--- src/verilog/vdp_pkg.sv ---
// Shared constants, types and enums for the background video display processor
// Raster geometry, CPU address map and memory sizes

package vdp_pkg;

  typedef logic [8:0]  coord_t;    // Row or column count
  typedef logic [3:0]  color_t;    // Palette index
  typedef logic [23:0] rgb_t;      // {R, G, B}
  typedef logic [31:0] bgm_word_t; // Four BGM bytes

  ////////////////////
  // Raster geometry

  localparam coord_t num_cols = 9'd260;
  localparam coord_t num_rows = 9'd263;

  // Render window, 208 x 232
  localparam coord_t first_row_render = 9'd16;
  localparam coord_t last_row_render  = 9'd247;
  localparam coord_t first_col_render = 9'd23;
  localparam coord_t last_col_render  = 9'd230;

  localparam coord_t first_col_hsync = 9'd240;
  localparam coord_t last_col_hsync  = 9'd259;
  localparam coord_t first_row_vsync = 9'd257;
  localparam coord_t last_row_vsync  = 9'd259;

  ////////////////////
  // Memories and address map

  localparam int bgm_depth = 128;  // 32-bit words
  localparam int chr_depth = 1024; // Pattern bytes

  localparam logic [3:0] region_bgm_base = 4'b1000; // $1000-$11FF
  localparam logic [3:0] region_reg_base = 4'b1010; // $1400-$15FF

  typedef enum logic {PALETTE_RGB, PALETTE_RF} palette_e;

  // OTHER is VRAM, OAM and APU space
  typedef enum logic [1:0] {REGION_NONE, REGION_BGM, REGION_REG, REGION_OTHER} bus_region_e;

endpackage

--- src/verilog/color_gen.sv ---
// Colour generator, blanks outside the render window
// Two 16-entry palettes, RGB connector and RF modulator

module color_gen (
  input  logic              CLK,
  input  logic              rst_n,
  input  logic              CE,
  input  logic              vis,
  input  vdp_pkg::color_t   bg_px,
  input  vdp_pkg::palette_e CFG_PALETTE,
  output vdp_pkg::rgb_t     RGB
);

  logic            vis_d;
  vdp_pkg::color_t pd;

  // Same lag as DE
  always_ff @(posedge CLK or negedge rst_n) begin
    if (!rst_n)
      vis_d <= 1'b0;
    else if (CE)
      vis_d <= vis;
  end

  assign pd = vis_d ? bg_px : 4'd1; // Black border

  always_comb begin
    RGB = '0;
    if (CFG_PALETTE == vdp_pkg::PALETTE_RGB) begin
      // Levels drop as R+G+B rises on the connector
      case (pd)
        4'd0:  RGB = {8'd0,   8'd0,   8'd160};
        4'd1:  RGB = {8'd0,   8'd0,   8'd0  };
        4'd2:  RGB = {8'd0,   8'd0,   8'd245};
        4'd3:  RGB = {8'd160, 8'd0,   8'd235};
        4'd4:  RGB = {8'd0,   8'd245, 8'd0  };
        4'd5:  RGB = {8'd150, 8'd235, 8'd150};
        4'd6:  RGB = {8'd0,   8'd235, 8'd235};
        4'd7:  RGB = {8'd0,   8'd160, 8'd0  };
        4'd8:  RGB = {8'd245, 8'd0,   8'd0  };
        4'd9:  RGB = {8'd235, 8'd160, 8'd0  };
        4'd10: RGB = {8'd235, 8'd0,   8'd235};
        4'd11: RGB = {8'd235, 8'd150, 8'd150};
        4'd12: RGB = {8'd235, 8'd235, 8'd0  };
        4'd13: RGB = {8'd160, 8'd160, 8'd0  };
        4'd14: RGB = {8'd150, 8'd150, 8'd150};
        default: RGB = {8'd225, 8'd225, 8'd225};
      endcase
    end else begin
      // RF output, noticeably shifted from RGB
      case (pd)
        4'd0:  RGB = {8'd0,   8'd90,  8'd156};
        4'd1:  RGB = {8'd0,   8'd0,   8'd0  };
        4'd2:  RGB = {8'd58,  8'd148, 8'd255};
        4'd3:  RGB = {8'd0,   8'd0,   8'd255};
        4'd4:  RGB = {8'd16,  8'd214, 8'd0  };
        4'd5:  RGB = {8'd66,  8'd255, 8'd16 };
        4'd6:  RGB = {8'd123, 8'd230, 8'd197};
        4'd7:  RGB = {8'd0,   8'd173, 8'd0  };
        4'd8:  RGB = {8'd255, 8'd41,  8'd148};
        4'd9:  RGB = {8'd255, 8'd49,  8'd16 };
        4'd10: RGB = {8'd255, 8'd58,  8'd255};
        4'd11: RGB = {8'd239, 8'd156, 8'd255};
        4'd12: RGB = {8'd255, 8'd206, 8'd33 };
        4'd13: RGB = {8'd74,  8'd123, 8'd16 };
        4'd14: RGB = {8'd165, 8'd148, 8'd165};
        default: RGB = {8'd255, 8'd255, 8'd255};
      endcase
    end
  end

endmodule

--- config.mk ---
export PLATFORM = sky130hd
export DESIGN_NAME = color_gen
export DESIGN_NICKNAME = d
export VERILOG_FILES = /design/src/verilog/vdp_pkg.sv /design/src/verilog/color_gen.sv
export SDC_FILE = /design/constraint.sdc
export NUM_CORES = 1
export LEC_CHECK = 0
export ABC_AREA = 1
export BUFFER_PORTS_ARGS = -buffer_cell sky130_fd_sc_hd__buf_2
export CELL_PAD_IN_SITES_DETAIL_PLACEMENT = 1
export CELL_PAD_IN_SITES_GLOBAL_PLACEMENT = 1
export CORE_MARGIN = 3
export CORE_UTILIZATION = 34
export CTS_CLUSTER_DIAMETER = 40
export DETAILED_ROUTE_END_ITERATION = 7
export GPL_TIMING_DRIVEN = 0
export HOLD_SLACK_MARGIN = 0.15
export PLACE_DENSITY = 0.91
export SLEW_MARGIN = 25
export SYNTH_ARGS = -nofsm -noshare
export SYNTH_HDL_FRONTEND = slang
export SYNTH_SLANG_ARGS = --single-unit
--- constraint.sdc ---
create_clock -name CLK -period 4.1 [get_ports CLK]
set_input_delay 0.205 -clock CLK [delete_from_list [all_inputs] [get_ports CLK]]
set_output_delay 0.205 -clock CLK [all_outputs]
set_load 0.01 [all_outputs]
==> out/results.tsv <==
stage	metric	value	unit
setup_path	crit path capture type	output pin	
drt	post-route ant nets	0	
setup_path	CP arrival	2090	ps
timing	Slew headroom	65.6	%
setup_path	worst-path maximum fanout	7	
setup_path	critical path class	reg2out	
global_routing	antenna violations before repair	0	
clock_tree	CTS hold repair buffers	1	
layout	Largest register FFs	1	
yosys	Post-Syn Area per Cell	4.72	sq um
placed_design	HPWL Detailed	3150	microns
floorplanning	I/O pin count	33	
timing	fin crit share	56.0	%
layout	final instance area	1220	sq um
yosys	register bit count reported by yosys	1	
placed_design	port bufs	32	
global_routing	total gr overflow	0	
floorplanning	Initial Utilization	36.2	%
min_path	Hold Path Class	in2reg	
floorplanning	die width	60.6	microns
timing	Slew Viols, Final	0	
floorplanning	core area	2810	sq um
floorplanning	die height	60.6	microns
layout	Final nets	267	
power_and_ir_drop	Leak	0.876	nW
clock_tree	post-cts sizing count	0	
timing	Setup TNS	0	ps
floorplanning	full die area	3680	sq um
placed_design	GP Congestion	0.968	
run_status	status	completed	
layout	fin util	43.6	%
timing	RSZ-0062 raised after global routing	false	
power_and_ir_drop	worst IR drop on VDD	63.7	uV
drt	DR DRC count	0	
yosys	sequential fraction of the synthesis area	2.47	%
timing	worst clock skew	0	ps
layout	layout cells sized above 1	19.8	%
placed_design	Placed Area	1210	sq um
timing	Period minus WS final	2290	ps
clock_tree	clock transition at the registers of the reported paths	0	ps
global_routing	global-route wire length before repair	6300	microns
setup_path	crit-path max cell delay	390	ps
drt	drt pass-1 iters	4	
drt	Vias/cell	5.34	
floorplanning	FP Rows	19	
setup_path	startpoint type of the worst setup path	flop	
setup_path	Worst path slowest cell	nor2_1	
power_and_ir_drop	Pwr Density	149	nW/um^2
power_and_ir_drop	total power	182	uW
timing	Slew @ Worst Pin	516	ps
layout	Layout area overhead	20.6	%
timing	final setup vio count	0	
global_routing	vias in the first global route	1399	
global_routing	largest net degree at the start of global routing	11	
layout	Regs by FF count	vis_d: 1 flops	
setup_path	CP dominant cell by count	nand2_1	
setup_path	worst-path cell chain	buf_4 > inv_1 > nor2_1 > inv_1 > ha_1 > nand2_1 > nand2_1 > a21oi_1 > nand2_1 > buf_2	
drt	initial DRC count	33	
setup_path	WP data required	3890	ps
yosys	Syn Inst Count	215	
setup_path	Largest delay share family, worst path	simple AND/OR/NAND/NOR gates	
layout	Most flops, register	vis_d	
clock_tree	Clk Latency, worst-skew pair	0	ps
layout	ANT cells	0	
timing	final hold violation count	0	
timing	FMAX	436	MHz
global_routing	GRT Resource Usage Total	22.0	%
drt	vias	1489	
yosys	Synth warnings	0	
yosys	Distinct cells, synth	23	
run	max_cap viols	0	
layout	most common library cell in the layout ignoring fill and taps	nand2_1	
drt	routed length per instance	13.8	microns
layout	most frequent cells in the layout	nand2_1 (118), buf_2 (36), nand3_1 (34)	
clock_tree	postcts setup bufs	0	
drt	final WL	3850	microns
setup_path	WP buf/inv	4	
yosys	Mapped Area	1010	sq um
yosys	syn_nets	232	
[final timing paths]
kind | start | endpoint | slack [ps] | cells past startpoint
setup / recovery | vis_d | RGB[10] | 1810 | 10
hold / removal | vis | vis_d | 430 | 3
setup reg to reg | vis_d | vis_d | 3330 | 3
hold reg to reg | vis_d | vis_d | 690 | 3
max in group asynchronous | rst_n | vis_d | 3510 | 2
min in group asynchronous | rst_n | vis_d | 510 | 2
[synth_stat cells]
library cell	number	area share, %
inv_2	3	1.1
or2_1	1	0.62
o211ai_1	2	1.5
inv_1	18	6.7
buf_2	4	2.0
dfrtp_1	1	2.5
buf_4	3	2.2
nor2_1	3	1.1
clkbuf_1	1	0.37
nand3_2	1	0.99
a21oi_1	2	0.99
a21boi_1	1	0.74
or2_2	1	0.62
nand3_1	34	17
buf_6	1	1.1
buf_1	1	0.37
o21ai_1	6	3.0
o21ai_0	2	0.99
ha_1	8	9.9
nand2_1	118	44
nor2_4	1	1.1
nand2_2	2	1.2
nor2_2	1	0.62
[final cells by class]
class | count | area [sq um]
well taps | 31 | 38.8
fillers | 449 | 1580
multi-input cells | 183 | 850
flip-flops and latches | 1 | 25.0
repair buffers | 33 | 170
plain buffers | 10 | 61.3
inverters | 21 | 78.8
[power by group]
part	switching, mW	leakage [nW]	internal [mW]	total (mW)
clock	0	0	0	0
combinational	0.111	0.864	0.0599	0.171
sequential	0.000232	0.0121	0.0109	0.0112
[kinds of logic (layout without fill, tap and decap cells)]
| group | after synthesis | in the layout | share of synthesized area, % |
|---|---|---|---|
| DFF | 1 | 1 | 2.47 |
| AOI/OAI and AO/OA | 13 | 13 | 7.15 |
| and+or+nand+nor | 162 | 162 | 66.7 |
| buffers and inverters | 31 | 64 | 13.8 |
| adders and majority gates | 8 | 8 | 9.86 |
[worst register-to-register path, delay by kind of cell (launching register included)]
| kind | cells | cell delay (ps) |
|---|---|---|
| flops | 1 | 340 |
| compound gates | 1 | 70 |
| buf+inv | 2 | 230 |
[per-stage QoR]
step	std cells	hold slack, ps	setup slack [ps]
after CTS	279	438	1830
after global routing	279	457	1560
final	279	430	1810
after floorplan	215	-90.6	2280
after detailed placement	278	-17.8	1830
after global placement	278	-19.7	1890
[layer usage]
layer,wire length [microns],vias to the layer above,track usage (%)
li1,-,741,-
met1,1830,697,30.7
met2,1820,45,38.8
met3,154,6,0
met4,41,0,3.41
met5,0,-,0
Power figures use the tool's default switching activity.
