**src/verilog/vdp_pkg.sv**
```systemverilog
// Shared constants, types and enums for the background video display processor
// Raster geometry, CPU address map and memory sizes

package vdp_pkg;

  typedef logic [8:0]  coord_t;    // Row or column count
  typedef logic [3:0]  color_t;    // Palette index
  typedef logic [23:0] rgb_t;      // {R, G, B}
  typedef logic [31:0] bgm_word_t; // Four BGM bytes

  ////////////////////
  // Raster geometry

  localparam coord_t num_cols = 9'd260;
  localparam coord_t num_rows = 9'd263;

  // Render window, 208 x 232
  localparam coord_t first_row_render = 9'd16;
  localparam coord_t last_row_render  = 9'd247;
  localparam coord_t first_col_render = 9'd23;
  localparam coord_t last_col_render  = 9'd230;

  localparam coord_t first_col_hsync = 9'd240;
  localparam coord_t last_col_hsync  = 9'd259;
  localparam coord_t first_row_vsync = 9'd257;
  localparam coord_t last_row_vsync  = 9'd259;

  ////////////////////
  // Memories and address map

  localparam int bgm_depth = 128;  // 32-bit words
  localparam int chr_depth = 1024; // Pattern bytes

  localparam logic [3:0] region_bgm_base = 4'b1000; // $1000-$11FF
  localparam logic [3:0] region_reg_base = 4'b1010; // $1400-$15FF

  typedef enum logic {PALETTE_RGB, PALETTE_RF} palette_e;

  // OTHER is VRAM, OAM and APU space
  typedef enum logic [1:0] {REGION_NONE, REGION_BGM, REGION_REG, REGION_OTHER} bus_region_e;

endpackage

```
**src/verilog/vdp_cfg_if.sv**
```systemverilog
// Configuration group from the MMIO registers to the background renderer

interface vdp_cfg_if;

  logic              bm_ena;    // Bitmap enable
  logic              bm_lores;  // Lo-res bitmap
  logic              bm_invx;   // Invert XMAX effect
  logic              bm_invy;   // Invert YMAX effect
  logic [3:0]        bm_xmax;
  logic [3:0]        bm_ymax;
  vdp_pkg::color_t   bm_clr_bg;
  vdp_pkg::color_t   bm_clr_fg; // Hi-res only
  vdp_pkg::color_t   ch_clr_bg;
  vdp_pkg::color_t   ch_clr_fg;

  modport regs (
    output bm_ena, bm_lores, bm_invx, bm_invy, bm_xmax, bm_ymax,
    output bm_clr_bg, bm_clr_fg, ch_clr_bg, ch_clr_fg
  );

  modport render (
    input bm_ena, bm_lores, bm_invx, bm_invy, bm_xmax, bm_ymax,
    input bm_clr_bg, bm_clr_fg, ch_clr_bg, ch_clr_fg
  );

endinterface

```
**src/verilog/bg_render.sv**
```systemverilog
// Background renderer, character window and bitmap modes
// Loads one 8-pixel tile pattern per tile and shifts it out on CE

module bg_render (
  input  logic               CLK,
  input  logic               rst_n,
  input  logic               CE,
  input  vdp_pkg::coord_t    row,
  input  vdp_pkg::coord_t    col,
  input  vdp_pkg::bgm_word_t bg_rdata,
  input  logic [7:0]         chr_rdata,
  output logic [6:0]         bg_addr,
  output logic [9:0]         chr_addr,
  output vdp_pkg::color_t    bg_px,
  vdp_cfg_if.render          cfg
);

  logic [4:0]      tx, ty;
  logic            tce;          // Tile load point
  logic            xwin, ywin, ch_win, bm_win;
  logic [7:0]      bgm_byte;
  logic [7:0]      ch_pat, bm_pat, pat;
  logic [2:0]      hi_sel, lo_sel;
  logic [1:0]      hi_bits;
  logic [3:0]      lo_nib;
  vdp_pkg::color_t bm_bgc, bm_fgc;
  vdp_pkg::color_t px_bgc, px_fgc;
  logic [7:0]      shift_q;

  assign tx  = col[7:3];
  assign ty  = row[7:3];
  assign tce = (col[2:0] == 3'd4); // Memories have settled by here

  assign xwin   = (tx[4:1] < cfg.bm_xmax) ^ cfg.bm_invx;
  assign ywin   = (ty[4:1] < cfg.bm_ymax) ^ cfg.bm_invy;
  assign ch_win = xwin & ywin;
  assign bm_win = cfg.bm_ena & ~ch_win;

  // Tile fetch, one byte per tile
  assign bg_addr  = {ty[4:1], tx[4:2]};
  assign bgm_byte = bg_rdata[{tx[1:0], 3'b000} +: 8];
  assign chr_addr = {bgm_byte[6:0], row[2:0]};
  assign ch_pat   = ty[0] ? 8'h00 : {2'b00, chr_rdata[7:2]}; // Odd tile rows blank

  // Bitmap field select by row
  assign hi_sel  = {~row[3:2], 1'b0};
  assign lo_sel  = {~row[3], 2'b00};
  assign hi_bits = bgm_byte[hi_sel +: 2];
  assign lo_nib  = bgm_byte[lo_sel +: 4];

  always_comb begin
    bm_bgc = cfg.bm_clr_bg;
    bm_fgc = cfg.bm_clr_fg;
    bm_pat = 8'h00;
    if (bm_win) begin
      if (cfg.bm_lores) begin
        if (lo_nib != 4'd0) begin // Nibble 0 shows the background
          bm_pat = 8'hff;
          bm_fgc = lo_nib;
        end
      end else begin
        bm_pat = {{4{hi_bits[1]}}, {4{hi_bits[0]}}};
      end
    end
  end

  // Patterns go out LSB first, so flip them on load
  always_comb begin
    for (int i = 0; i < 8; i++)
      pat[7-i] = ch_win ? ch_pat[i] : bm_pat[i];
  end

  always_ff @(posedge CLK or negedge rst_n) begin
    if (!rst_n) begin
      shift_q <= 8'h00;
      px_bgc  <= '0;
      px_fgc  <= '0;
    end else if (CE) begin
      if (tce) begin
        shift_q <= pat;
        px_bgc  <= ch_win ? cfg.ch_clr_bg : bm_bgc;
        px_fgc  <= ch_win ? cfg.ch_clr_fg : bm_fgc;
      end else begin
        shift_q <= {1'b0, shift_q[7:1]};
      end
    end
  end

  assign bg_px = shift_q[0] ? px_fgc : px_bgc;

endmodule

```
**src/flat_wrapper.sv**
```systemverilog
// flat-port wrapper written by rule: the top's interface ports become plain ports
module bg_render_flat 
  (CLK, rst_n, CE, row, col, bg_rdata, chr_rdata, bg_addr, chr_addr, bg_px, cfg_bm_ena, cfg_bm_lores, cfg_bm_invx, cfg_bm_invy, cfg_bm_xmax, cfg_bm_ymax, cfg_bm_clr_bg, cfg_bm_clr_fg, cfg_ch_clr_bg, cfg_ch_clr_fg);
  vdp_cfg_if cfg_i ();
  input  logic CLK;
  input  logic rst_n;
  input  logic CE;
  input  vdp_pkg::coord_t row;
  input  vdp_pkg::coord_t col;
  input  vdp_pkg::bgm_word_t bg_rdata;
  input  logic [7:0] chr_rdata;
  output logic [6:0] bg_addr;
  output logic [9:0] chr_addr;
  output vdp_pkg::color_t bg_px;
  input wire logic [$bits(cfg_i.bm_ena)-1:0] cfg_bm_ena;
  input wire logic [$bits(cfg_i.bm_lores)-1:0] cfg_bm_lores;
  input wire logic [$bits(cfg_i.bm_invx)-1:0] cfg_bm_invx;
  input wire logic [$bits(cfg_i.bm_invy)-1:0] cfg_bm_invy;
  input wire logic [$bits(cfg_i.bm_xmax)-1:0] cfg_bm_xmax;
  input wire logic [$bits(cfg_i.bm_ymax)-1:0] cfg_bm_ymax;
  input wire logic [$bits(cfg_i.bm_clr_bg)-1:0] cfg_bm_clr_bg;
  input wire logic [$bits(cfg_i.bm_clr_fg)-1:0] cfg_bm_clr_fg;
  input wire logic [$bits(cfg_i.ch_clr_bg)-1:0] cfg_ch_clr_bg;
  input wire logic [$bits(cfg_i.ch_clr_fg)-1:0] cfg_ch_clr_fg;
  assign cfg_i.bm_ena = cfg_bm_ena;
  assign cfg_i.bm_lores = cfg_bm_lores;
  assign cfg_i.bm_invx = cfg_bm_invx;
  assign cfg_i.bm_invy = cfg_bm_invy;
  assign cfg_i.bm_xmax = cfg_bm_xmax;
  assign cfg_i.bm_ymax = cfg_bm_ymax;
  assign cfg_i.bm_clr_bg = cfg_bm_clr_bg;
  assign cfg_i.bm_clr_fg = cfg_bm_clr_fg;
  assign cfg_i.ch_clr_bg = cfg_ch_clr_bg;
  assign cfg_i.ch_clr_fg = cfg_ch_clr_fg;
  bg_render u_core (.CLK(CLK), .rst_n(rst_n), .CE(CE), .row(row), .col(col), .bg_rdata(bg_rdata), .chr_rdata(chr_rdata), .bg_addr(bg_addr), .chr_addr(chr_addr), .bg_px(bg_px), .cfg(cfg_i));
endmodule
```
**config.mk**
```make
export PLATFORM = sky130hd
export DESIGN_NAME = bg_render_flat
export DESIGN_NICKNAME = d
export VERILOG_FILES = /design/src/verilog/vdp_pkg.sv /design/src/verilog/vdp_cfg_if.sv /design/src/verilog/bg_render.sv /design/src/flat_wrapper.sv
export SDC_FILE = /design/constraint.sdc
export NUM_CORES = 1
export LEC_CHECK = 0
export BUFFER_PORTS_ARGS = -buffer_cell sky130_fd_sc_hd__buf_4
export CORE_ASPECT_RATIO = 1.75
export CORE_MARGIN = 5
export CORE_UTILIZATION = 40
export CTS_CLUSTER_DIAMETER = 150
export DETAILED_ROUTE_END_ITERATION = 8
export PLACE_DENSITY = 0.78
export SETUP_SLACK_MARGIN = 0.02
export SYNTH_ARGS = -nofsm -noshare
export SYNTH_HDL_FRONTEND = slang
export SYNTH_SLANG_ARGS = --single-unit
export TNS_END_PERCENT = 1
```
**constraint.sdc**
```tcl
create_clock -name CLK -period 1.4 [get_ports CLK]
set_input_delay 0.28 -clock CLK [delete_from_list [all_inputs] [get_ports CLK]]
set_output_delay 0.28 -clock CLK [all_outputs]
set_load 0.1 [all_outputs]
```
==> metrics <==
final hold vios 0; number of max-capacitance violations reported 0; number of max-slew violations in the final report 0; relative slew slack 0.772; failing checks negative setup slack; number of distinct library cells after synthesis 43; run status complete, but fails checks; Avg WL per Cell 16.2 um; Total Die Area 6130 um2; data required time at the worst endpoint 1560 ps; first-iteration detailed-routing DRC count 80; depth of the CTS H-tree 1; path category of the worst min-delay check input pin to register; vias in the first global route 2,102; placer's final routability congestion estimate 0.914; Vert. Die Dim 99.9 um; synthesis-to-finish area growth 70.9%; largest cells by area after synthesis dfrtp_1 (22%), mux2i_1 (11%), mux2_2 (7.3%), mux4_2 (7.3%), buf_4 (4.9%); antenna viol nets, final 0; post-placement cell count 359; sum of negative setup slack -6880 ps; worst setup path class input pin to register; Synthesized Nets 299; Mapped Avg Cell Area 9.05 um2; setup bufs post-CTS 0; maximum achievable frequency 556 MHz; fraction of layout cells with a size suffix above 1 0.594; pin slew with the least headroom to its limit 339 ps; Antenna Diode Count 0; summed instance area of the synthesized netlist 1850 um2; sequential share of power 0.224; Final Net Count 409; smallest setup slack after layout -400 ps; sw power 1.18 mW; fraction of power consumed by the clock network 0.151; final clock skew 1.42 ps; post-DR vias/cell 5.38; total of flip-flops plus latches after synthesis 16; Bufs on Longest Clock Path 2; post-route worst hold slack 303 ps; startpoint type of the worst setup path input pin; Die W 61.4 um; leak pwr 1.46 nW; setup repair after global routing missed its margin yes; core area 4440 um2; part of the Yosys area used for sequential elements 0.217; post-synth top area share 0.217; Logic pwr share 0.625; Tmin final 1800 ps; GRT overflow 0; number of detailed-route iterations in the first pass 4; cell at the root of the clock tree clkbuf_8; number of standard cells after synthesis 204; clock insertion delay at the later pin of the skew report 250 ps; CTS sink cnt 16; via count 1,960; CTS tree built; clock-pin slew on the worst setup and hold paths 60 ps; count of non-filler cells in the finished layout 364; switching share of power 0.436; kind of capture point of the worst setup path register; maximum resistive drop on vdd 730 uV; Worst R2R Setup Slack 540 ps; wire length of the first global-routing pass 9480 um; post-synthesis cell type with the largest combined area dfrtp_1; # IOs 110; CP max FO 4; starting density of the core 0.416; final routed wirelength across all metal layers 5910 um; largest net degree at the start of global routing 20; post-route DRC violation count 0; antenna violations before repair 0; data arrival time of the critical path 1960 ps; Power Internal 1.53 mW; global-route usage over all layers 0.199; fillcell total 339; number of synthesis warnings 0; total setup violations reported at the end of the flow 26; FP Rows 32; P per Cell Area 858 nW/um2; final cycle utilization of the critical path 1.29; IO Port Bufs 101; detailed-placement wirelength estimate 4900 um; TritonCTS Buffers 3
==> critical path: stages <==
cell and delay [ps]:
buf_8 100, ha_4 240, a2111oi_4 380, o21a_1 170, nor4b_2 40, buf_4 160, a211oi_4 220, o311ai_4 160
a31oi_1 210
==> layout make-up <==
cell class / instances / area, um2 / area share
Tap cell: 51 / 63.8 / 0.0202
Inverter: 9 / 38.8 / 0.0123
Clock buffer: 4 / 55.1 / 0.0174
Sequential cell: 16 / 402 / 0.127
Timing Repair Buffer: 129 / 1150 / 0.363
Multi-Input combinational cell: 155 / 1450 / 0.460
==> metal layers <==
| layer | vias up | GRT usage | part of all wire | routed length, um |
|---|---|---|---|---|
| li1 | 953 | - | - | - |
| met1 | 908 | 0.208 | 0.32 | 1920 |
| met2 | 82 | 0.365 | 0.57 | 3350 |
| met3 | 17 | 0.0347 | 0.071 | 418 |
| met4 | 0 | 0.0931 | 0.039 | 229 |
| met5 | - | 0 | 0 | 0 |
==> per-stage QoR <==
step | power, mW | util | worst slack (ps) | area [um2]
after detailed placement | 2.11 | 0.626 | -867 | 2780
after floorplan | 1.69 | - | -691 | 1930
final | 2.71 | 0.710 | -400 | 3160
after CTS | 2.66 | 0.696 | -413 | 3090
after global routing | 2.84 | 0.710 | -487 | 3160
after global placement | 2.08 | 0.626 | -816 | 2780
==> state kept, by name (all words and copies together) (netlist names) <==
signal	cells
u_core.shift_q	8
u_core.px_fgc	4
u_core.px_bgc	4
==> cells in the final DEF (no fill, tap or decap), types with 3 or more instances in the layout <==
cell type  instances
a21o_1             3
a21oi_1            8
a31oi_1            6
buf_12             7
buf_4            104
buf_6             14
clkbuf_8           4
dfrtp_1           15
ha_1               4
inv_1              7
mux2_2             9
mux2_4             4
mux2i_1           13
mux2i_2            3
mux2i_4            5
mux4_2             6
nand2_1           22
nand2b_1           3
nand3_1            4
nor2_1            14
nor2b_1            4
o21a_1             6
o21ai_1            6
o221ai_2           4
==> synth_stat cells <==
cell type   n
o21a_1      7
o221ai_1    4
o21ai_1     1
mux2_2     12
o31ai_1     1
o21ai_0     7
or2_1       1
buf_2       2
mux2i_1    21
a21bo_2     1
nor3b_1     1
nor4_1      1
a211oi_1    1
o41ai_1     1
or2_2       1
mux4_2      6
a2111oi_4   2
a21oi_1     9
a32oi_1     1
inv_1       9
nor2b_1     4
clkbuf_1    7
mux2_4      1
a211oi_2    1
a2bb2oi_2   1
o32a_1      1
buf_4      12
nand2_1    22
nand2b_1    3
nand2b_4    2
dfrtp_1    16
o31a_1      1
and2_0      1
ha_1        6
o311ai_2    1
nand3_1     4
nor2_1     17
a31oi_1     6
nor4b_2     1
buf_6       2
a21o_1      3
nor3_1      2
clkbuf_2    1
==> what timing repair did <==
| item | in CTS | in global routing |
|---|---|---|
| hold buffers | 1 | 0 |
| cloned | 0 | 0 |
| endpoints found under the setup margin | 27 | 27 |
| gates resized for setup | 59 | 20 |
| endpoints found under the hold margin | 16 | 0 |
| pin swaps | 13 | 10 |
==> kinds of logic (layout without fill, tap and decap cells) <==
logic type | Yosys count | after routing | synth area share
AOI/OAI and AO/OA | 49 | 49 | 0.213
adders and majority gates | 6 | 6 | 0.0406
buffers and inverters | 33 | 142 | 0.102
DFF | 16 | 16 | 0.217
muxes | 40 | 40 | 0.268
and+or+nand+nor | 60 | 60 | 0.160
==> power groups by stage <==
stage | registers [mW] | clock network [mW] | logic (mW)
after floorplan | 0.596 | 0 | 1.09
after global placement | 0.609 | 0 | 1.47
after detailed placement | 0.612 | 0 | 1.49
after CTS | 0.605 | 0.417 | 1.64
after global routing | 0.619 | 0.430 | 1.79
final | 0.606 | 0.409 | 1.69
==> final timing paths <==
kind,startpoint,end,depth (start not counted)
max in group asynchronous,rst_n,u_core.shift_q[0],2
worst max-delay path,row[5],u_core.shift_q[1],9
worst min register to register,u_core.px_bgc[0],u_core.px_bgc[0],2
min in group asynchronous,rst_n,u_core.shift_q[3],2
worst max register to register,u_core.shift_q[3],u_core.shift_q[2],3
worst min-delay path,cfg_bm_clr_bg[2],u_core.px_bgc[2],3
No activity file was read; power rests on OpenSTA's default activity.
