**src/verilog/vdp_pkg.sv**
```systemverilog
// Shared constants, types and enums for the background video display processor
// Raster geometry, CPU address map and memory sizes

package vdp_pkg;

  typedef logic [8:0]  coord_t;    // Row or column count
  typedef logic [3:0]  color_t;    // Palette index
  typedef logic [23:0] rgb_t;      // {R, G, B}
  typedef logic [31:0] bgm_word_t; // Four BGM bytes

  ////////////////////
  // Raster geometry

  localparam coord_t num_cols = 9'd260;
  localparam coord_t num_rows = 9'd263;

  // Render window, 208 x 232
  localparam coord_t first_row_render = 9'd16;
  localparam coord_t last_row_render  = 9'd247;
  localparam coord_t first_col_render = 9'd23;
  localparam coord_t last_col_render  = 9'd230;

  localparam coord_t first_col_hsync = 9'd240;
  localparam coord_t last_col_hsync  = 9'd259;
  localparam coord_t first_row_vsync = 9'd257;
  localparam coord_t last_row_vsync  = 9'd259;

  ////////////////////
  // Memories and address map

  localparam int bgm_depth = 128;  // 32-bit words
  localparam int chr_depth = 1024; // Pattern bytes

  localparam logic [3:0] region_bgm_base = 4'b1000; // $1000-$11FF
  localparam logic [3:0] region_reg_base = 4'b1010; // $1400-$15FF

  typedef enum logic {PALETTE_RGB, PALETTE_RF} palette_e;

  // OTHER is VRAM, OAM and APU space
  typedef enum logic [1:0] {REGION_NONE, REGION_BGM, REGION_REG, REGION_OTHER} bus_region_e;

endpackage

```
**src/verilog/raster_timing.sv**
```systemverilog
// Raster counters for a 260 x 263 frame
// Render window, sync and blanking flags

module raster_timing (
  input  logic            CLK,
  input  logic            rst_n,
  input  logic            CE,
  output vdp_pkg::coord_t row,
  output vdp_pkg::coord_t col,
  output logic            vis,
  output logic            DE,
  output logic            HS,
  output logic            VS,
  output logic            VBL
);

  logic render_row, render_col;

  always_ff @(posedge CLK or negedge rst_n) begin
    if (!rst_n) begin
      row <= '0;
      col <= '0;
    end else if (CE) begin
      if (col == vdp_pkg::num_cols - 9'd1) begin
        col <= '0;
        if (row == vdp_pkg::num_rows - 9'd1)
          row <= '0;
        else
          row <= row + 9'd1;
      end else begin
        col <= col + 9'd1;
      end
    end
  end

  assign render_row = (row >= vdp_pkg::first_row_render) && (row <= vdp_pkg::last_row_render);
  assign render_col = (col >= vdp_pkg::first_col_render) && (col <= vdp_pkg::last_col_render);
  assign vis        = render_row & render_col;

  // Flags trail the counters by one CE
  always_ff @(posedge CLK or negedge rst_n) begin
    if (!rst_n) begin
      DE  <= 1'b0;
      HS  <= 1'b0;
      VS  <= 1'b0;
      VBL <= 1'b0;
    end else if (CE) begin
      DE  <= vis;
      HS  <= (col >= vdp_pkg::first_col_hsync) && (col <= vdp_pkg::last_col_hsync);
      VS  <= (row >= vdp_pkg::first_row_vsync) && (row <= vdp_pkg::last_row_vsync);
      VBL <= ~render_row;
    end
  end

endmodule

```
**config.mk**
```make
export PLATFORM = sky130hd
export DESIGN_NAME = raster_timing
export DESIGN_NICKNAME = d
export VERILOG_FILES = /design/src/verilog/vdp_pkg.sv /design/src/verilog/raster_timing.sv
export SDC_FILE = /design/constraint.sdc
export NUM_CORES = 1
export LEC_CHECK = 0
export ABC_AREA = 1
export BUFFER_PORTS_ARGS = -buffer_cell sky130_fd_sc_hd__buf_2
export CAP_MARGIN = 20
export CORE_MARGIN = 2
export CORE_UTILIZATION = 40
export DETAILED_ROUTE_END_ITERATION = 7
export GPL_TIMING_DRIVEN = 0
export SLEW_MARGIN = 20
export SYNTH_ARGS = -nofsm -noshare
export SYNTH_HDL_FRONTEND = slang
export SYNTH_SLANG_ARGS = --single-unit
export TNS_END_PERCENT = 50
```
**constraint.sdc**
```tcl
create_clock -name CLK -period 2.7 [get_ports CLK]
set_clock_uncertainty 0.05 [all_clocks]
set_input_delay 0.54 -clock CLK [delete_from_list [all_inputs] [get_ports CLK]]
set_output_delay 0.54 -clock CLK [all_outputs]
set_load 0.01 [all_outputs]
```
==> PnR_summary.wiki, run 1 <==
{| class="wikitable"
! Metric !! Value
|-
| Run status || complete, no violations
|-
| DR WL/cell || around 12 microns
|-
| Number of DRC violations after detailed routing || 0
|-
| Proportion of synthesized chip area in sequential cells || between 30% and 40%
|-
| Most frequent standard cell in the layout excluding fill and tap cells || sky130_fd_sc_hd__nand2_1
|-
| Resized Gates After CTS || 0
|-
| Dominant synthesized flop cell || sky130_fd_sc_hd__dfrtp_1
|-
| Die ar. || approximately 4000 sq um
|-
| Endpoint arrival time on the critical path || about 1.8 ns
|-
| Layout-stage area growth over the synthesis result || 15.03%
|-
| Slew margin rel. || 65.89%
|-
| Pre-antenna DRT Iters || 4
|-
| Die height || roughly 64 microns
|-
| Clock latency on the worst-skew pair || 0.31 ns
|-
| IO buf count || 24
|-
| Endpoint type of the worst setup path || primary output
|-
| Per-instance average area after synthesis || roughly 8 sq um
|-
| Hold Worst Slack || between 0.1 and 0.15 ns
|-
| Upper clock frequency limit || 414.1 MHz
|-
| Cell at the root of the clock tree || sky130_fd_sc_hd__clkbuf_4
|-
| Detail Route Antenna Nets || 0
|-
| Number of H-tree levels || 1
|-
| Fraction of final layout cells sized beyond drive strength 1 || 23.79%
|-
| Sum of net half-perimeters after detailed placement || 2.233 mm
|-
| Detailed Route Iter0 Violations || 51
|-
| Synth Instances || 178
|-
| CP max-delay cell || sky130_fd_sc_hd__dfrtp_1
|-
| Number of top-level design ports || 26
|-
| Crit path kind || reg2out
|-
| Post-CTS Repair Setup Buffers || 0
|-
| Delay contributed by the slowest stage of the critical path || ~0.5 ns
|-
| Async SR Flop Fraction || 100.0%
|-
| Worst setup slack for register-to-register paths || 1.11 ns
|-
| GRT Residual Overflow || 0
|-
| Worst Max-Slew Pin Slew || 0.5116 ns
|-
| Crit Reg-Reg Startpoint || col[1]
|-
| Worst reg2reg endpoint || col[6]
|-
| Row Count || 21
|-
| Syn nets || ~190
|-
| FF-to-FF path depth || 8
|-
| Final number of max-transition violations || 0
|-
| Buffering stage count on the worst path with inverters included || 1
|-
| Unrepaired setup endpoints after global routing || no
|-
| Starting utilization of the core area || 42.01%
|-
| Total number of nets in the final design || around 220
|-
| Total Routing Usage GR || around 16%
|-
| Static power due to leakage || 0.8592 nW
|-
| Cts bufs inserted || 3
|-
| Commonest cells after routing, fill and taps aside || sky130_fd_sc_hd__nand2_1, sky130_fd_sc_hd__buf_2, sky130_fd_sc_hd__dfrtp_1, sky130_fd_sc_hd__inv_1, sky130_fd_sc_hd__nand3_1
|-
| Clock tree from TritonCTS || done
|-
| Final critical path time including I/O delays and setup || 2.415 ns
|-
| VDD IR-drop max || 0.1578 mV
|-
| Total chip power || slightly below 0.001 W
|-
| Number of enable-type register cells in the synthesized netlist || 0
|-
| Largest delay contributor family on the critical path || flip-flops
|-
| Netlist area before placement || around 1400 sq um
|-
| Total of fill cells in the finished design || 348
|-
| Clock-pin slew of the registers on the worst-case setup and hold paths || 0.13 ns
|-
| Final total negative setup slack || 0 ns
|-
| Pin count of the biggest net entering global routing || 23
|-
| Floorplan Core Area || about 3400 sq um
|-
| Count of synthesis-stage warnings from yosys || 0
|-
| Final Hold Viols || 0
|-
| Total of hold buffers inserted after clock tree synthesis || 0
|-
| Antenna Diode Count || 0
|-
| Worst path cell trace || ha_1 -> nor2_1 -> nand2_1 -> nand2_1 -> a21oi_1 -> and3_1 -> buf_2
|-
| Final wirelength || ~2.9 mm
|-
| Cell seen most often among critical-path stages || sky130_fd_sc_hd__nand2_1
|-
| Die boundary width || roughly 64 microns
|-
| Crit start category || register
|-
| Portion of the clock cycle consumed by the worst path in the final layout || between 80% and 90%
|-
| Count of endpoints failing setup in the final report || 0
|-
| RD Place Congestion || between 0.8 and 0.9
|-
| Req. time, crit path || between 2 and 2.5 ns
|-
| Number of global-route vias before repair || between 1000 and 1500
|-
| Power density relative to cell area || between 500 and 600 nW/um^2
|-
| Number of clock sinks seen by CTS || 22
|-
| Wire length of the first global-routing pass || about 5.3 mm
|-
| Number of antenna violations at the first check in global routing || 0
|-
| #FFs+latches synth || 22
|-
| Via Count || 1234
|-
| Vias per inst || just under 5
|-
| Max-cap viol count || 0
|-
| Distinct cell type count after synthesis || 32
|-
| Hold crit path type || in2async
|-
| Clock Tree Buf Depth || 2
|-
| Crit-path max FO || 8
|}
## worst max-delay path by stage
| stage | start | slack [ns] | depth (start not counted) | to |
|---|---|---|---|---|
| 2_1_floorplan | col[1] | 0.85 | 8 | vis |
| 3_3_place_gp | row[0] | 0.67 | 7 | vis |
| 3_5_place_dp | row[0] | 0.66 | 7 | vis |
| 4_1_cts | row[0] | 0.27 | 7 | vis |
| 5_1_grt | row[0] | 0.14 | 7 | vis |
| 6_report | row[0] | 0.28 | 7 | vis |
## power by group
group / switching (W) / internal (W)
Combinational: 0.000198 / 0.000120
Sequential: 0.0000766 / 0.000378
Clock: 0.000108 / 0.0000824
## worst register-to-register path: cells and delay by family, from the launching register on
kind	cells	cell delay, ns
adder cells (fa/ha/maj)	1	0.28
buffers and inverters	2	0.13
flip-flops	1	0.47
XOR/XNOR	1	0.13
AND/OR/NAND/NOR	4	0.43
## layout make-up
type / instances / area [sq um] / area share [%]
well taps: 46 / 57.56 / 3.514
plain buffers: 4 / 37.54 / 2.292
repair buffers: 24 / 120.1 / 7.334
clock buffers: 4 / 36.28 / 2.215
flip-flops and latches: 22 / 550.5 / 33.61
multi-input cells: 128 / 745.7 / 45.53
inverters: 24 / 90.09 / 5.500
## layer usage
| metal | vias up | global-route usage (%) | wire [microns] |
|---|---|---|---|
| met1 | 582 | 19.98 | 1297 |
| li1 | 628 | - | - |
| met4 | 0 | 7.065 | 20 |
| met3 | 2 | 2.679 | 98 |
| met5 | - | 0 | 0 |
| met2 | 22 | 28.29 | 1517 |
## registers in the layout, summed over array words and instances, names as in the netlist
signal	cells
DE	1
HS	1
VBL	1
VS	1
col	9
row	9
## synthesized netlist by cell type, types with 3 or more instances
library cell / instances / area share, %
sky130_fd_sc_hd__nand4_1: 5 / 2.2
sky130_fd_sc_hd__nand2_1: 48 / 13
sky130_fd_sc_hd__dfrtp_1: 22 / 39
sky130_fd_sc_hd__xor2_1: 7 / 4.3
sky130_fd_sc_hd__o21ai_0: 5 / 1.8
sky130_fd_sc_hd__nor2_1: 12 / 3.2
sky130_fd_sc_hd__o21ai_1: 3 / 1.1
sky130_fd_sc_hd__nand3_1: 15 / 5.3
sky130_fd_sc_hd__inv_1: 21 / 5.5
sky130_fd_sc_hd__ha_1: 6 / 5.3
sky130_fd_sc_hd__inv_2: 3 / 0.79
sky130_fd_sc_hd__nor3_1: 3 / 1.1
sky130_fd_sc_hd__nand2_2: 3 / 1.3
## cell families after synthesis
group	count (synthesis)	synth area share, %
AO/OA/AOI/OAI	17	7.645
XOR/XNOR	8	4.921
adder cells (fa/ha/maj)	6	5.272
buffers and inverters	28	8.964
flip-flops	22	38.66
AND/OR/NAND/NOR	97	34.53
## stage by stage
step	setup slack (ns)	std cells	util [%]	area, sq um
6_report	0.2849	252	48.32	1638
4_1_cts	0.2688	252	48.32	1638
3_3_place_gp	0.6672	248	47.25	1602
2_1_floorplan	0.8457	178	-	1424
5_1_grt	0.1400	252	48.32	1638
3_5_place_dp	0.6577	248	47.25	1602
Note: power is estimated with default switching activity, not from simulation.
==> run 2: changes to the inputs <==
--- a/config.mk
+++ b/config.mk
@@ -7,9 +7,10 @@
 export LEC_CHECK = 0
 export ABC_AREA = 1
 export BUFFER_PORTS_ARGS = -buffer_cell sky130_fd_sc_hd__buf_2
-export CAP_MARGIN = 20
+export CORE_ASPECT_RATIO = 2
 export CORE_MARGIN = 2
 export CORE_UTILIZATION = 40
+export CTS_BUF_LIST = sky130_fd_sc_hd__clkbuf_4 sky130_fd_sc_hd__clkbuf_8
 export DETAILED_ROUTE_END_ITERATION = 7
 export GPL_TIMING_DRIVEN = 0
 export SLEW_MARGIN = 20
==> run 2 against run 1 <==
  * Setup slack improved by 0.043 ns
  * Register-to-register slack worse by 0.02 ns
  * Clock power up 63%
  * Hold slack better by 0.078 ns
  * Sequential share of layout area fell by 0.75 points
  * Final cell count increased by 0.79%
  * Combinational power hardly changed
  * Non-clock buffer count unchanged
  * Clock-buffer cell count is 1 lower
  * Critical path type unchanged
  * Largest cell class unchanged
==> PnR_summary.wiki, run 2 (same netlist as run 1, synthesis figures left out) <==
{| class="wikitable"
! Metric !! Value
|-
| Worst setup slack for register-to-register paths || 1.09 ns
|-
| RD Place Congestion || ~0.9
|-
| Starting utilization of the core area || a little over two fifths
|-
| Number of DRC violations after detailed routing || 0
|-
| Slew margin rel. || between 60% and 70%
|-
| DR WL/cell || 12.45 microns
|-
| Number of clock sinks seen by CTS || 22
|-
| Number of antenna violations at the first check in global routing || 0
|-
| Crit-path max FO || 8
|-
| Total number of nets in the final design || 216
|-
| Number of top-level design ports || 26
|-
| Total of fill cells in the finished design || approximately 330
|-
| Portion of the clock cycle consumed by the worst path in the final layout || between 80% and 90%
|-
| Number of H-tree levels || 1
|-
| Floorplan Core Area || ~3400 sq um
|-
| GRT Residual Overflow || 0
|-
| IO buf count || 24
|-
| Wire length of the first global-routing pass || 5.223 mm
|-
| Die ar. || 4082 sq um
|-
| Pre-CTS WS || 0.6437 ns
|-
| Registers with the most flip-flops || col: 9 flops, row: 9 flops
|-
| Final number of max-transition violations || 0
|-
| FF-to-FF path depth || 8
|-
| Row Count || 30
|-
| Sum of net half-perimeters after detailed placement || around 2.5 mm
|-
| Final Hold Viols || 0
|-
| Antenna Diode Count || 0
|-
| Req. time, crit path || 2.11 ns
|-
| Vias per inst || 4.874
|-
| Clock latency on the worst-skew pair || roughly 0.27 ns
|-
| Minimum setup slack in the final design || 0.3276 ns
|-
| Die boundary width || between 40 and 50 microns
|-
| Layout-stage area growth over the synthesis result || 17.66%
|-
| Detail Route Antenna Nets || 0
|-
| Total of hold buffers inserted after clock tree synthesis || 0
|-
| Count of endpoints failing setup in the final report || 0
|-
| Endpoint type of the worst setup path || primary output
|-
| Final critical path time including I/O delays and setup || about 2.4 ns
|-
| Crit path kind || reg2out
|-
| Pin count of the biggest net entering global routing || 23
|-
| Max-cap viol count || 0
|-
| Hold crit path type || in2async
|-
| Via Count || 1238
|-
| Worst Max-Slew Pin Slew || 0.5431 ns
|-
| Cts bufs inserted || 3
|-
| Clock-pin slew of the registers on the worst-case setup and hold paths || about 0.09 ns
|-
| Cell at the root of the clock tree || sky130_fd_sc_hd__clkbuf_8
|-
| Resized Gates After CTS || 0
|-
| VDD IR-drop max || between 0.2 and 0.3 mV
|-
| Critical Path End || vis
|-
| Commonest cells after routing, fill and taps aside || sky130_fd_sc_hd__nand2_1, sky130_fd_sc_hd__buf_2, sky130_fd_sc_hd__dfrtp_1, sky130_fd_sc_hd__inv_1, sky130_fd_sc_hd__nand3_1
|-
| Power density relative to cell area || 650.9 nW/um^2
|-
| Worst reg2reg endpoint || col[6]
|-
| Crit start category || register
|-
| Pre-antenna DRT Iters || 4
|-
| Fraction of final layout cells sized beyond drive strength 1 || 23.79%
|-
| Final total negative setup slack || 0 ns
|-
| Most frequent standard cell in the layout excluding fill and tap cells || sky130_fd_sc_hd__nand2_1
|-
| Total Routing Usage GR || around 17%
|-
| Run status || complete, no violations
|-
| Final wirelength || 3.163 mm
|-
| Clock Tree Buf Depth || 2
|-
| Upper clock frequency limit || 421.5 MHz
|-
| Endpoint arrival time on the critical path || between 1.5 and 2 ns
|-
| Detailed Route Iter0 Violations || 23
|-
| Clock tree from TritonCTS || done
|-
| Post-CTS Repair Setup Buffers || 0
|-
| Die height || approximately 88 microns
|-
| Crit Reg-Reg Startpoint || col[1]
|-
| Static power due to leakage || between 0.8 and 0.9 nW
|-
| Critical path launch point || row[0]
|-
| Unrepaired setup endpoints after global routing || no
|-
| Number of global-route vias before repair || around 1200
|}
-- run 2: cell count changes in the layout (fill, tap and decap cells not counted) --
cell | previous run | this run
sky130_fd_sc_hd__clkbuf_8 | 1 | 3
sky130_fd_sc_hd__clkbuf_4 | 3 | 0
sky130_fd_sc_hd__bufinv_16 | 0 | 1
-- run 2: worst max-delay path: stages (launching register included) --
cell and delay, ns:
sky130_fd_sc_hd__dfrtp_1 0.50, sky130_fd_sc_hd__ha_1 0.27, sky130_fd_sc_hd__nor2_1 0.08, sky130_fd_sc_hd__nand2_1 0.06, sky130_fd_sc_hd__nand2_1 0.05, sky130_fd_sc_hd__a21oi_1 0.23, sky130_fd_sc_hd__and3_1 0.20, sky130_fd_sc_hd__buf_2 0.13
-- run 2: report_power, final --
part / switching, W / internal (W) / leakage [nW]
sequential: 0.0000788 / 0.000378 / 0.263
combinational: 0.000201 / 0.000120 / 0.575
clock: 0.000114 / 0.000198 / 0.0357
total: 0.000394 / 0.000696 / 0.874
-- run 2: through the flow --
stage / utilization [%] / power (W) / cells / cell area [sq um] / hold slack, ns
2_1_floorplan: - / 0.0006819 / 178 / 1424 / 0.1944
3_5_place_dp: 46.96 / 0.0007923 / 250 / 1604 / 0.4106
6_report: 49.05 / 0.001090 / 254 / 1675 / 0.2005
3_3_place_gp: 46.96 / 0.0007844 / 250 / 1604 / 0.4133
5_1_grt: 49.05 / 0.001169 / 254 / 1675 / 0.2326
4_1_cts: 49.05 / 0.001106 / 254 / 1675 / 0.2095
-- run 2: metal layers --
metal | wire [microns] | GRT usage, % | share of wire (%)
met1 | 1317 | 20.49 | 42
met4 | 49 | 4.675 | 1.5
met2 | 1716 | 30.56 | 54
met3 | 80 | 2.041 | 2.5
met5 | 0 | 0 | 0
-- run 2: layout make-up --
cell class / count / area [sq um] / share of cell area (%)
multi-input cells: 128 / 745.7 / 44.51
flip-flops and latches: 22 / 550.5 / 32.86
repair buffers: 24 / 120.1 / 7.170
inverters: 24 / 90.09 / 5.377
well taps: 48 / 60.06 / 3.585
clock buffers: 3 / 41.29 / 2.465
plain buffers: 4 / 37.54 / 2.240
clock inverters: 1 / 30.03 / 1.792
-- run 2: worst min path at each step --
stage          start  cells past startpoint     end  slack [ns]
4_1_cts        rst_n                      1  col[3]        0.21
5_1_grt        rst_n                      1  row[8]        0.23
3_5_place_dp      VS                      2      VS        0.41
3_3_place_gp      VS                      2      VS        0.41
2_1_floorplan  rst_n                      0      DE        0.19
6_report       rst_n                      1  row[8]        0.20
