--- config.mk ---
export PLATFORM = sky130hd
export DESIGN_NAME = host_bus_flat
export DESIGN_NICKNAME = d
export VERILOG_FILES = /design/src/verilog/vdp_pkg.sv /design/src/verilog/vdp_cfg_if.sv /design/src/verilog/host_bus.sv /design/src/flat_wrapper.sv
export SDC_FILE = /design/constraint.sdc
export NUM_CORES = 1
export LEC_CHECK = 0
export BUFFER_PORTS_ARGS = -buffer_cell sky130_fd_sc_hd__clkbuf_2
export CAP_MARGIN = 30
export CORE_UTILIZATION = 48
export CTS_BUF_LIST = sky130_fd_sc_hd__clkbuf_4
export DETAILED_ROUTE_END_ITERATION = 7
export PLACE_DENSITY = 0.81
export SLEW_MARGIN = 20
export SYNTH_ARGS = -nofsm -noshare
export SYNTH_HDL_FRONTEND = slang
export SYNTH_SLANG_ARGS = --single-unit
--- constraint.sdc ---
create_clock -name CLK -period 2 [get_ports CLK]
set_input_delay 0.3 -clock CLK [delete_from_list [all_inputs] [get_ports CLK]]
set_output_delay 0.3 -clock CLK [all_outputs]
set_load 0.02 [all_outputs]
--- src/verilog/vdp_pkg.sv ---
// Shared constants, types and enums for the background video display processor
// Raster geometry, CPU address map and memory sizes

package vdp_pkg;

  typedef logic [8:0]  coord_t;    // Row or column count
  typedef logic [3:0]  color_t;    // Palette index
  typedef logic [23:0] rgb_t;      // {R, G, B}
  typedef logic [31:0] bgm_word_t; // Four BGM bytes

  ////////////////////
  // Raster geometry

  localparam coord_t num_cols = 9'd260;
  localparam coord_t num_rows = 9'd263;

  // Render window, 208 x 232
  localparam coord_t first_row_render = 9'd16;
  localparam coord_t last_row_render  = 9'd247;
  localparam coord_t first_col_render = 9'd23;
  localparam coord_t last_col_render  = 9'd230;

  localparam coord_t first_col_hsync = 9'd240;
  localparam coord_t last_col_hsync  = 9'd259;
  localparam coord_t first_row_vsync = 9'd257;
  localparam coord_t last_row_vsync  = 9'd259;

  ////////////////////
  // Memories and address map

  localparam int bgm_depth = 128;  // 32-bit words
  localparam int chr_depth = 1024; // Pattern bytes

  localparam logic [3:0] region_bgm_base = 4'b1000; // $1000-$11FF
  localparam logic [3:0] region_reg_base = 4'b1010; // $1400-$15FF

  typedef enum logic {PALETTE_RGB, PALETTE_RF} palette_e;

  // OTHER is VRAM, OAM and APU space
  typedef enum logic [1:0] {REGION_NONE, REGION_BGM, REGION_REG, REGION_OTHER} bus_region_e;

endpackage

--- src/verilog/vdp_cfg_if.sv ---
// Configuration group from the MMIO registers to the background renderer

interface vdp_cfg_if;

  logic              bm_ena;    // Bitmap enable
  logic              bm_lores;  // Lo-res bitmap
  logic              bm_invx;   // Invert XMAX effect
  logic              bm_invy;   // Invert YMAX effect
  logic [3:0]        bm_xmax;
  logic [3:0]        bm_ymax;
  vdp_pkg::color_t   bm_clr_bg;
  vdp_pkg::color_t   bm_clr_fg; // Hi-res only
  vdp_pkg::color_t   ch_clr_bg;
  vdp_pkg::color_t   ch_clr_fg;

  modport regs (
    output bm_ena, bm_lores, bm_invx, bm_invy, bm_xmax, bm_ymax,
    output bm_clr_bg, bm_clr_fg, ch_clr_bg, ch_clr_fg
  );

  modport render (
    input bm_ena, bm_lores, bm_invx, bm_invy, bm_xmax, bm_ymax,
    input bm_clr_bg, bm_clr_fg, ch_clr_bg, ch_clr_fg
  );

endinterface

--- src/verilog/host_bus.sv ---
// CPU slave bus, decodes BGM and MMIO space and holds the four control registers
// Read data is latched on the pixel clock enable

module host_bus (
  input  logic                CLK,
  input  logic                rst_n,
  input  logic                CE,
  input  logic [12:0]         A,
  input  logic [7:0]          DB_I,
  input  logic                CSB,
  input  logic                RDB,
  input  logic                WRB,
  input  vdp_pkg::bgm_word_t  bgm_rdata,
  output logic [7:0]          DB_O,
  output logic                DB_OE,
  output logic [3:0]          bgm_we,
  output logic [6:0]          bgm_addr,
  output logic [7:0]          bgm_wdata,
  vdp_cfg_if.regs             cfg
);

  vdp_pkg::bus_region_e region;
  logic                 cpu_rd, cpu_wr;
  logic [7:0]           ioreg [4];
  logic [7:0]           ioreg_do;

  always_comb begin
    if (CSB)
      region = vdp_pkg::REGION_NONE;
    else if (A[12:9] == vdp_pkg::region_bgm_base)
      region = vdp_pkg::REGION_BGM;
    else if (A[12:9] == vdp_pkg::region_reg_base)
      region = vdp_pkg::REGION_REG;
    else
      region = vdp_pkg::REGION_OTHER;
  end

  assign cpu_rd = ~CSB & ~RDB;
  assign cpu_wr = ~CSB & ~WRB;

  ////////////////////
  // MMIO registers

  always_ff @(posedge CLK or negedge rst_n) begin
    if (!rst_n) begin
      for (int i = 0; i < 4; i++)
        ioreg[i] <= 8'h00;
    end else if (cpu_wr && region == vdp_pkg::REGION_REG) begin
      ioreg[A[1:0]] <= DB_I; // Held write just rewrites the same byte
    end
  end

  assign ioreg_do = ioreg[A[1:0]];

  // Sprite bits 2, 4, 5 of reg 0 are kept for read-back only
  assign cfg.bm_ena    = ioreg[0][0];
  assign cfg.bm_lores  = ioreg[0][1];
  assign cfg.bm_invx   = ioreg[0][6];
  assign cfg.bm_invy   = ioreg[0][7];
  assign cfg.bm_clr_bg = ioreg[1][3:0];
  assign cfg.bm_clr_fg = ioreg[1][7:4];
  assign cfg.bm_xmax   = ioreg[2][3:0];
  assign cfg.bm_ymax   = ioreg[2][7:4];
  assign cfg.ch_clr_bg = ioreg[3][3:0];
  assign cfg.ch_clr_fg = ioreg[3][7:4];

  ////////////////////
  // BGM port and read latch

  assign bgm_addr  = A[8:2];
  assign bgm_wdata = DB_I;
  assign bgm_we    = {3'b000, cpu_wr && region == vdp_pkg::REGION_BGM} << A[1:0]; // Lane

  always_ff @(posedge CLK or negedge rst_n) begin
    if (!rst_n)
      DB_O <= 8'h00;
    else if (CE && cpu_rd) begin
      if (region == vdp_pkg::REGION_BGM)
        DB_O <= bgm_rdata[{A[1:0], 3'b000} +: 8];
      else if (region == vdp_pkg::REGION_REG)
        DB_O <= ioreg_do;
      // Other space keeps the last value
    end
  end

  assign DB_OE = cpu_rd;

endmodule

--- src/flat_wrapper.sv ---
// flat-port wrapper written by rule: the top's interface ports become plain ports
module host_bus_flat 
  (CLK, rst_n, CE, A, DB_I, CSB, RDB, WRB, bgm_rdata, DB_O, DB_OE, bgm_we, bgm_addr, bgm_wdata, cfg_bm_ena, cfg_bm_lores, cfg_bm_invx, cfg_bm_invy, cfg_bm_xmax, cfg_bm_ymax, cfg_bm_clr_bg, cfg_bm_clr_fg, cfg_ch_clr_bg, cfg_ch_clr_fg);
  vdp_cfg_if cfg_i ();
  input  logic CLK;
  input  logic rst_n;
  input  logic CE;
  input  logic [12:0] A;
  input  logic [7:0] DB_I;
  input  logic CSB;
  input  logic RDB;
  input  logic WRB;
  input  vdp_pkg::bgm_word_t bgm_rdata;
  output logic [7:0] DB_O;
  output logic DB_OE;
  output logic [3:0] bgm_we;
  output logic [6:0] bgm_addr;
  output logic [7:0] bgm_wdata;
  output wire logic [$bits(cfg_i.bm_ena)-1:0] cfg_bm_ena;
  output wire logic [$bits(cfg_i.bm_lores)-1:0] cfg_bm_lores;
  output wire logic [$bits(cfg_i.bm_invx)-1:0] cfg_bm_invx;
  output wire logic [$bits(cfg_i.bm_invy)-1:0] cfg_bm_invy;
  output wire logic [$bits(cfg_i.bm_xmax)-1:0] cfg_bm_xmax;
  output wire logic [$bits(cfg_i.bm_ymax)-1:0] cfg_bm_ymax;
  output wire logic [$bits(cfg_i.bm_clr_bg)-1:0] cfg_bm_clr_bg;
  output wire logic [$bits(cfg_i.bm_clr_fg)-1:0] cfg_bm_clr_fg;
  output wire logic [$bits(cfg_i.ch_clr_bg)-1:0] cfg_ch_clr_bg;
  output wire logic [$bits(cfg_i.ch_clr_fg)-1:0] cfg_ch_clr_fg;
  assign cfg_bm_ena = cfg_i.bm_ena;
  assign cfg_bm_lores = cfg_i.bm_lores;
  assign cfg_bm_invx = cfg_i.bm_invx;
  assign cfg_bm_invy = cfg_i.bm_invy;
  assign cfg_bm_xmax = cfg_i.bm_xmax;
  assign cfg_bm_ymax = cfg_i.bm_ymax;
  assign cfg_bm_clr_bg = cfg_i.bm_clr_bg;
  assign cfg_bm_clr_fg = cfg_i.bm_clr_fg;
  assign cfg_ch_clr_bg = cfg_i.ch_clr_bg;
  assign cfg_ch_clr_fg = cfg_i.ch_clr_fg;
  host_bus u_core (.CLK(CLK), .rst_n(rst_n), .CE(CE), .A(A), .DB_I(DB_I), .CSB(CSB), .RDB(RDB), .WRB(WRB), .bgm_rdata(bgm_rdata), .DB_O(DB_O), .DB_OE(DB_OE), .bgm_we(bgm_we), .bgm_addr(bgm_addr), .bgm_wdata(bgm_wdata), .cfg(cfg_i));
endmodule
==> flow_summary.yaml, run 1 <==
critical_path:
  cp-end-kind: "primary output"
  worstSetupPathType: "input port to primary output"
  required_ns: 1.70
  cp_max_fo: 4
  setup.worst_path.start_class: "input port"
  rr_endpoint: "u_core.DB_O[7]"
  reg2reg_from: "u_core.cfg.ch_clr_fg[3]"
  r2r_slack_ns: 0.76
  critPathArrivalTime_ns: 1.70
  reg2reg_depth: 3
clocking:
  insertion_delay_ns: 0.34
  numCtsBuffers: 5
  cts_tree: "done"
  cts_root_buffer: "clkbuf_4"
  post_cts_buffers: 0
  htree_levels: 2
  cts_buffer_depth: 2
  clk_pin_slew_ns: 0.12
  clock-sinks: 40
floorplan:
  die_x_um: 72.9
  die-area_um2: 5310
  die_h_um: 72.9
  fp-row-count: 25
  placeableCoreArea_um2: 4790
  initial_core_util_pct: 50.4
  ios: 115
pwr:
  p_int_uw: 1230
  clkPwrFrac_pct: 21.7
  p_sw_share_pct: 31.5
  power_density_nw_per_um2: 632
  seqPwrFrac_pct: 52.2
  peakVddDrop_mv: 0.454
  combPwrFrac_pct: 26.1
  switchingPower_uw: 565
  p_leak_uw: 0.00148
run:
  drv_cap: 0
cells_and_area:
  diodes: 0
  multi_input_area_um2: 1100
  final_cells: 325
  layout_common_cells: "clkbuf_2, dfrtp_1, mux2_2, mux4_2, buf_4"
  drive_gt1_share_pct: 67.8
  final_area_um2: 2840
  syn_to_final_growth_pct: 17.6
  final_common_cell: "clkbuf_2"
  fillers: 398
  regArea_um2: 1000
  nNetsFinal: 317
placement:
  dp_hpwl_um: 4010
  dpl_cell_area_um2: 2760
  post-place-cells: 316
  place.gp.congestion: 0.716
  portBuffers: 100
  place_ws_ns: -0.0310
synth:
  syn_nets: 246
  synth.distinct_cells: 21
  netlist_instances: 187
  yosysWarnings: 0
  yosysSeqAreaShare_pct: 41.5
  avgSynthCellArea_um2: 12.9
  syn-cell-area_um2: 2410
  ys_ff_latch: 40
sta:
  fin_crit_ns: 2.00
  slew_viol_final: 0
  worst_pin_slew_ns: 0.393
  max_freq_ghz: 0.501
  finalSetupViolations: 0
  fin_worst_skew_ns: 0.00937
  fin_ws_ns: 0.00327
  post-route-period-util_pct: 99.8
  slew_headroom_pct: 73.7
  hold_viol: 0
  hold_slack_ns: 0.249
hold_path:
  min_path_type: "input port to flip-flop"
  min_from: "DB_I[1]"
  min_to: "u_core.cfg.ch_clr_bg[1]"
  holdPathStages: 2
detailed_routing:
  routed_wl_um: 5150
  wl_per_cell_um: 15.9
  drt-pass1-iter-count: 4
  drc: 0
  via_per_inst: 5.32
  vias: 1729
  postRouteAntennaNets: 0
  drtIter0Drc: 59
grt:
  grt_max_degree: 30
  overflow: 0
  grt_usage_pct: 20.4
  antenna_found_initial: 0
  grt_pass1_wl_um: 7990
  first_global_vias: 1683
run_status:
  outcome: "completed"
[state kept, by name, summed over array words and instances (netlist names), 4 cells and up]
register              count
u_core.DB_O               8
u_core.cfg.bm_clr_bg      4
u_core.cfg.bm_clr_fg      4
u_core.cfg.bm_xmax        4
u_core.cfg.bm_ymax        4
u_core.cfg.ch_clr_bg      4
u_core.cfg.ch_clr_fg      4
u_core.ioreg              4
[routing by layer]
metal	track usage (%)	part of all wire, %
met5	0	0
met4	6.32	0.80
met3	3.73	5.6
met2	34.6	50
met1	26.7	44
[metrics by stage]
stage               total power (uW)  TNS [ns]  utilization (%)
global route                    1890   -0.0532             59.3
detailed placement              1420   -0.0673             57.7
CTS                             1800         0             59.0
floorplan                       1300         0                -
finish                          1790         0             59.3
global placement                1410  -0.00651             57.7
[cells in the mapped netlist]
library cell,number,area share [%]
buf_1,3,0.47
buf_2,2,0.41
buf_4,39,12
clkbuf_1,5,0.78
dfrtp_1,40,41
mux2_2,32,15
mux4_2,16,15
nand2_1,1,0.16
nand2b_1,1,0.26
nand3_1,8,1.7
nand4_1,8,2.1
nand4b_1,8,2.9
nand4b_2,3,1.9
nor2_1,3,0.47
nor2b_1,5,1.3
nor3_1,1,0.21
nor4b_2,1,0.62
nor4b_4,1,0.99
o21ai_0,8,1.7
or3_1,1,0.26
or4b_1,1,0.41
[layout make-up]
class	instances	area share, %
multi-input combinational	98	38.8
sequential	40	35.3
timing repair buffer	113	21.2
tap	67	2.96
clock buffer	5	1.32
clock inverter	2	0.441
[what timing repair did]
item	in CTS	in global routing
hold endpoints to repair	11	0
hold buffers	1	0
endpoints found under the setup margin	4	3
gates resized for setup	1	1
[worst max-delay path by stage]
stage	from	endpoint	slack, ns	depth (start not counted)
after detailed placement	CSB	bgm_we[0]	-0.03	5
after global routing	CSB	bgm_we[1]	-0.05	5
after CTS	CSB	bgm_we[0]	0.03	5
after global placement	CSB	bgm_we[0]	-0.004	5
final	CSB	bgm_we[1]	0.003	5
after floorplan	CSB	bgm_we[1]	0.02	4
[power by group through the flow]
stage	Combinational [uW]	Clock (uW)	Sequential (uW)
floorplan	322	0	977
global placement	459	0	949
detailed placement	469	0	953
CTS	473	394	937
global route	506	434	947
finish	468	388	936
[worst max-delay path, stage by stage]
cell and delay (ns):
clkbuf_2 0.09, or4b_4 0.57, or3_4 0.38, nor2b_1 0.16
clkbuf_2 0.19
[kinds of logic after synthesis]
| family | after synthesis | synth area share, % |
|---|---|---|
| buffers and inverters | 49 | 13.8 |
| muxes | 48 | 29.9 |
| and+or+nand+nor | 42 | 13.2 |
| DFF | 40 | 41.5 |
| AOI/OAI and AO/OA | 8 | 1.66 |
No activity file was read; power rests on OpenSTA's default activity.
==> inputs of run 2 (changes only) <==
MAX_ROUTING_LAYER = met4   (was default)
==> run 2 against run 1 <==
Compared with the run above:
- die area unchanged
- sequential power about the same
- clock-buffer cell count unchanged
- core utilization unchanged
- first-iteration DRC count increased by 5.1%
==> flow_summary.yaml, run 2 (synthesized netlist as in run 1, its figures left out) <==
cells_and_area:
  final_area_um2: 2840
  largest_register_ffs: 8
  diodes: 0
  regArea_um2: 1000
  regMostFlops: "u_core.DB_O"
  layout_common_cells: "clkbuf_2, dfrtp_1, mux2_2, mux4_2, buf_4"
  final_common_cell: "clkbuf_2"
  final_core_util_pct: 59.3
  multi_input_area_um2: 1100
  fillers: 398
  final_cells: 325
  nNetsFinal: 317
  drive_gt1_share_pct: 67.8
  syn_to_final_growth_pct: 17.6
sta:
  slew_headroom_pct: 73.8
  finalSetupViolations: 0
  max_freq_ghz: 0.501
  post-route-period-util_pct: 99.8
  slew_viol_final: 0
  hold_slack_ns: 0.249
  worst_pin_slew_ns: 0.392
  fin_crit_ns: 2.00
  fin_worst_skew_ns: 0.00984
  hold_viol: 0
critical_path:
  slowest_stage: "or4b_4"
  r2r_slack_ns: 0.76
  critPathLaunch: "CSB"
  required_ns: 1.70
  slowest_delay_ns: 0.57
  path_cells: "clkbuf_2 -> or4b_4 -> or3_4 -> nor2b_1 -> clkbuf_2"
  reg2reg_from: "u_core.cfg.ch_clr_fg[3]"
  reg2reg_depth: 3
  cp_max_fo: 4
  critPathArrivalTime_ns: 1.70
  cp-end-kind: "primary output"
  rr_endpoint: "u_core.DB_O[7]"
  worstSetupPathType: "input port to primary output"
  crit_buf_inv: 2
  crit_family: "simple AND/OR/NAND/NOR gates"
  setup.worst_path.start_class: "input port"
  cp_common_cell: "clkbuf_2"
run:
  drv_cap: 0
detailed_routing:
  top_layer: "met4"
  drtIter0Drc: 62
  wl_per_cell_um: 15.8
  drt-pass1-iter-count: 4
  wl_met1_um: 2250
  wl_met3_um: 231
  via_per_inst: 5.33
  wl_met2_um: 2620
  vias: 1731
  routed_wl_um: 5140
  postRouteAntennaNets: 0
  drc: 0
run_status:
  outcome: "completed"
grt:
  antenna_found_initial: 0
  overflow: 0
  grt_usage_pct: 21.0
  grt_pass1_wl_um: 8000
  first_global_vias: 1681
  grt_max_degree: 30
clocking:
  cts_buffer_depth: 2
  htree_levels: 2
  cts_tree: "done"
  clock-sinks: 40
  clk_pin_slew_ns: 0.12
  numCtsBuffers: 5
  insertion_delay_ns: 0.34
  cts_root_buffer: "clkbuf_4"
pwr:
  p_leak_uw: 0.00148
  clkPwrFrac_pct: 21.4
  p_int_uw: 1230
  seqPwrFrac_pct: 52.4
  combPwrFrac_pct: 26.2
  p_sw_share_pct: 31.3
  total_power_uw: 1790
  power_density_nw_per_um2: 630
  peakVddDrop_mv: 0.454
  switchingPower_uw: 559
floorplan:
  initial_core_util_pct: 50.4
  die-area_um2: 5310
  die_h_um: 72.9
  die_x_um: 72.9
  placeableCoreArea_um2: 4790
  ios: 115
  fp-row-count: 25
hold_path:
  min_from: "DB_I[1]"
  min_to: "u_core.cfg.ch_clr_bg[1]"
  min_path_type: "input port to flip-flop"
  holdPathStages: 2
placement:
  dpl_cell_area_um2: 2760
  post-place-cells: 316
  portBuffers: 100
  dp_hpwl_um: 4010
  place.gp.congestion: 0.724
==> run 2: cell counts in the layout (fill, tap and decap cells not counted) <==
Identical to the previous run, type by type.
==> run 2: area by class of cell <==
cell class	count	area share [%]
clock inverter	2	0.441
sequential	40	35.3
timing repair buffer	113	21.2
tap	67	2.96
clock buffer	5	1.32
multi-input combinational	98	38.8
==> run 2: power by group through the flow <==
stage,Sequential [uW],Combinational (uW),Clock [uW]
2_1_floorplan,977,322,0
3_3_place_gp,949,459,0
3_5_place_dp,953,469,0
4_1_cts,937,473,394
5_1_grt,947,505,434
6_report,936,467,383
==> run 2: worst register-to-register path, stage by stage, from the launching register on <==
cell	delay [ns]
dfrtp_1	0.42
mux4_2	0.50
nand4_1	0.12
nand3_1	0.08
==> run 2: worst max-delay path by stage <==
stage | slack, ns | endpoint | cells after the start
final | 0.003 | bgm_we[1] | 5
after global routing | -0.05 | bgm_we[1] | 5
after floorplan | 0.02 | bgm_we[1] | 4
after global placement | -0.004 | bgm_we[0] | 5
after CTS | 0.03 | bgm_we[0] | 5
after detailed placement | -0.03 | bgm_we[0] | 5
==> run 2: per-layer routing <==
layer  track usage (%)  up-vias
met3              3.18        4
met1              26.9      860
met2              34.7       64
met4              6.32        0
li1                  -      803
met5                 -        -
==> run 2: repair_timing <==
item	CTS	global route
buffers inserted	0	0
hold buffers	1	0
resized for setup	1	1
endpoints found under the hold margin	11	0
endpoints found under the setup margin	4	3
==> run 2: stage by stage <==
stage	worst slack, ns	setup TNS (ns)
after global routing	-0.0487	-0.0532
after CTS	0.0293	0
final	0.00329	0
after global placement	-0.00367	-0.00651
after detailed placement	-0.0310	-0.0673
after floorplan	0.0231	0
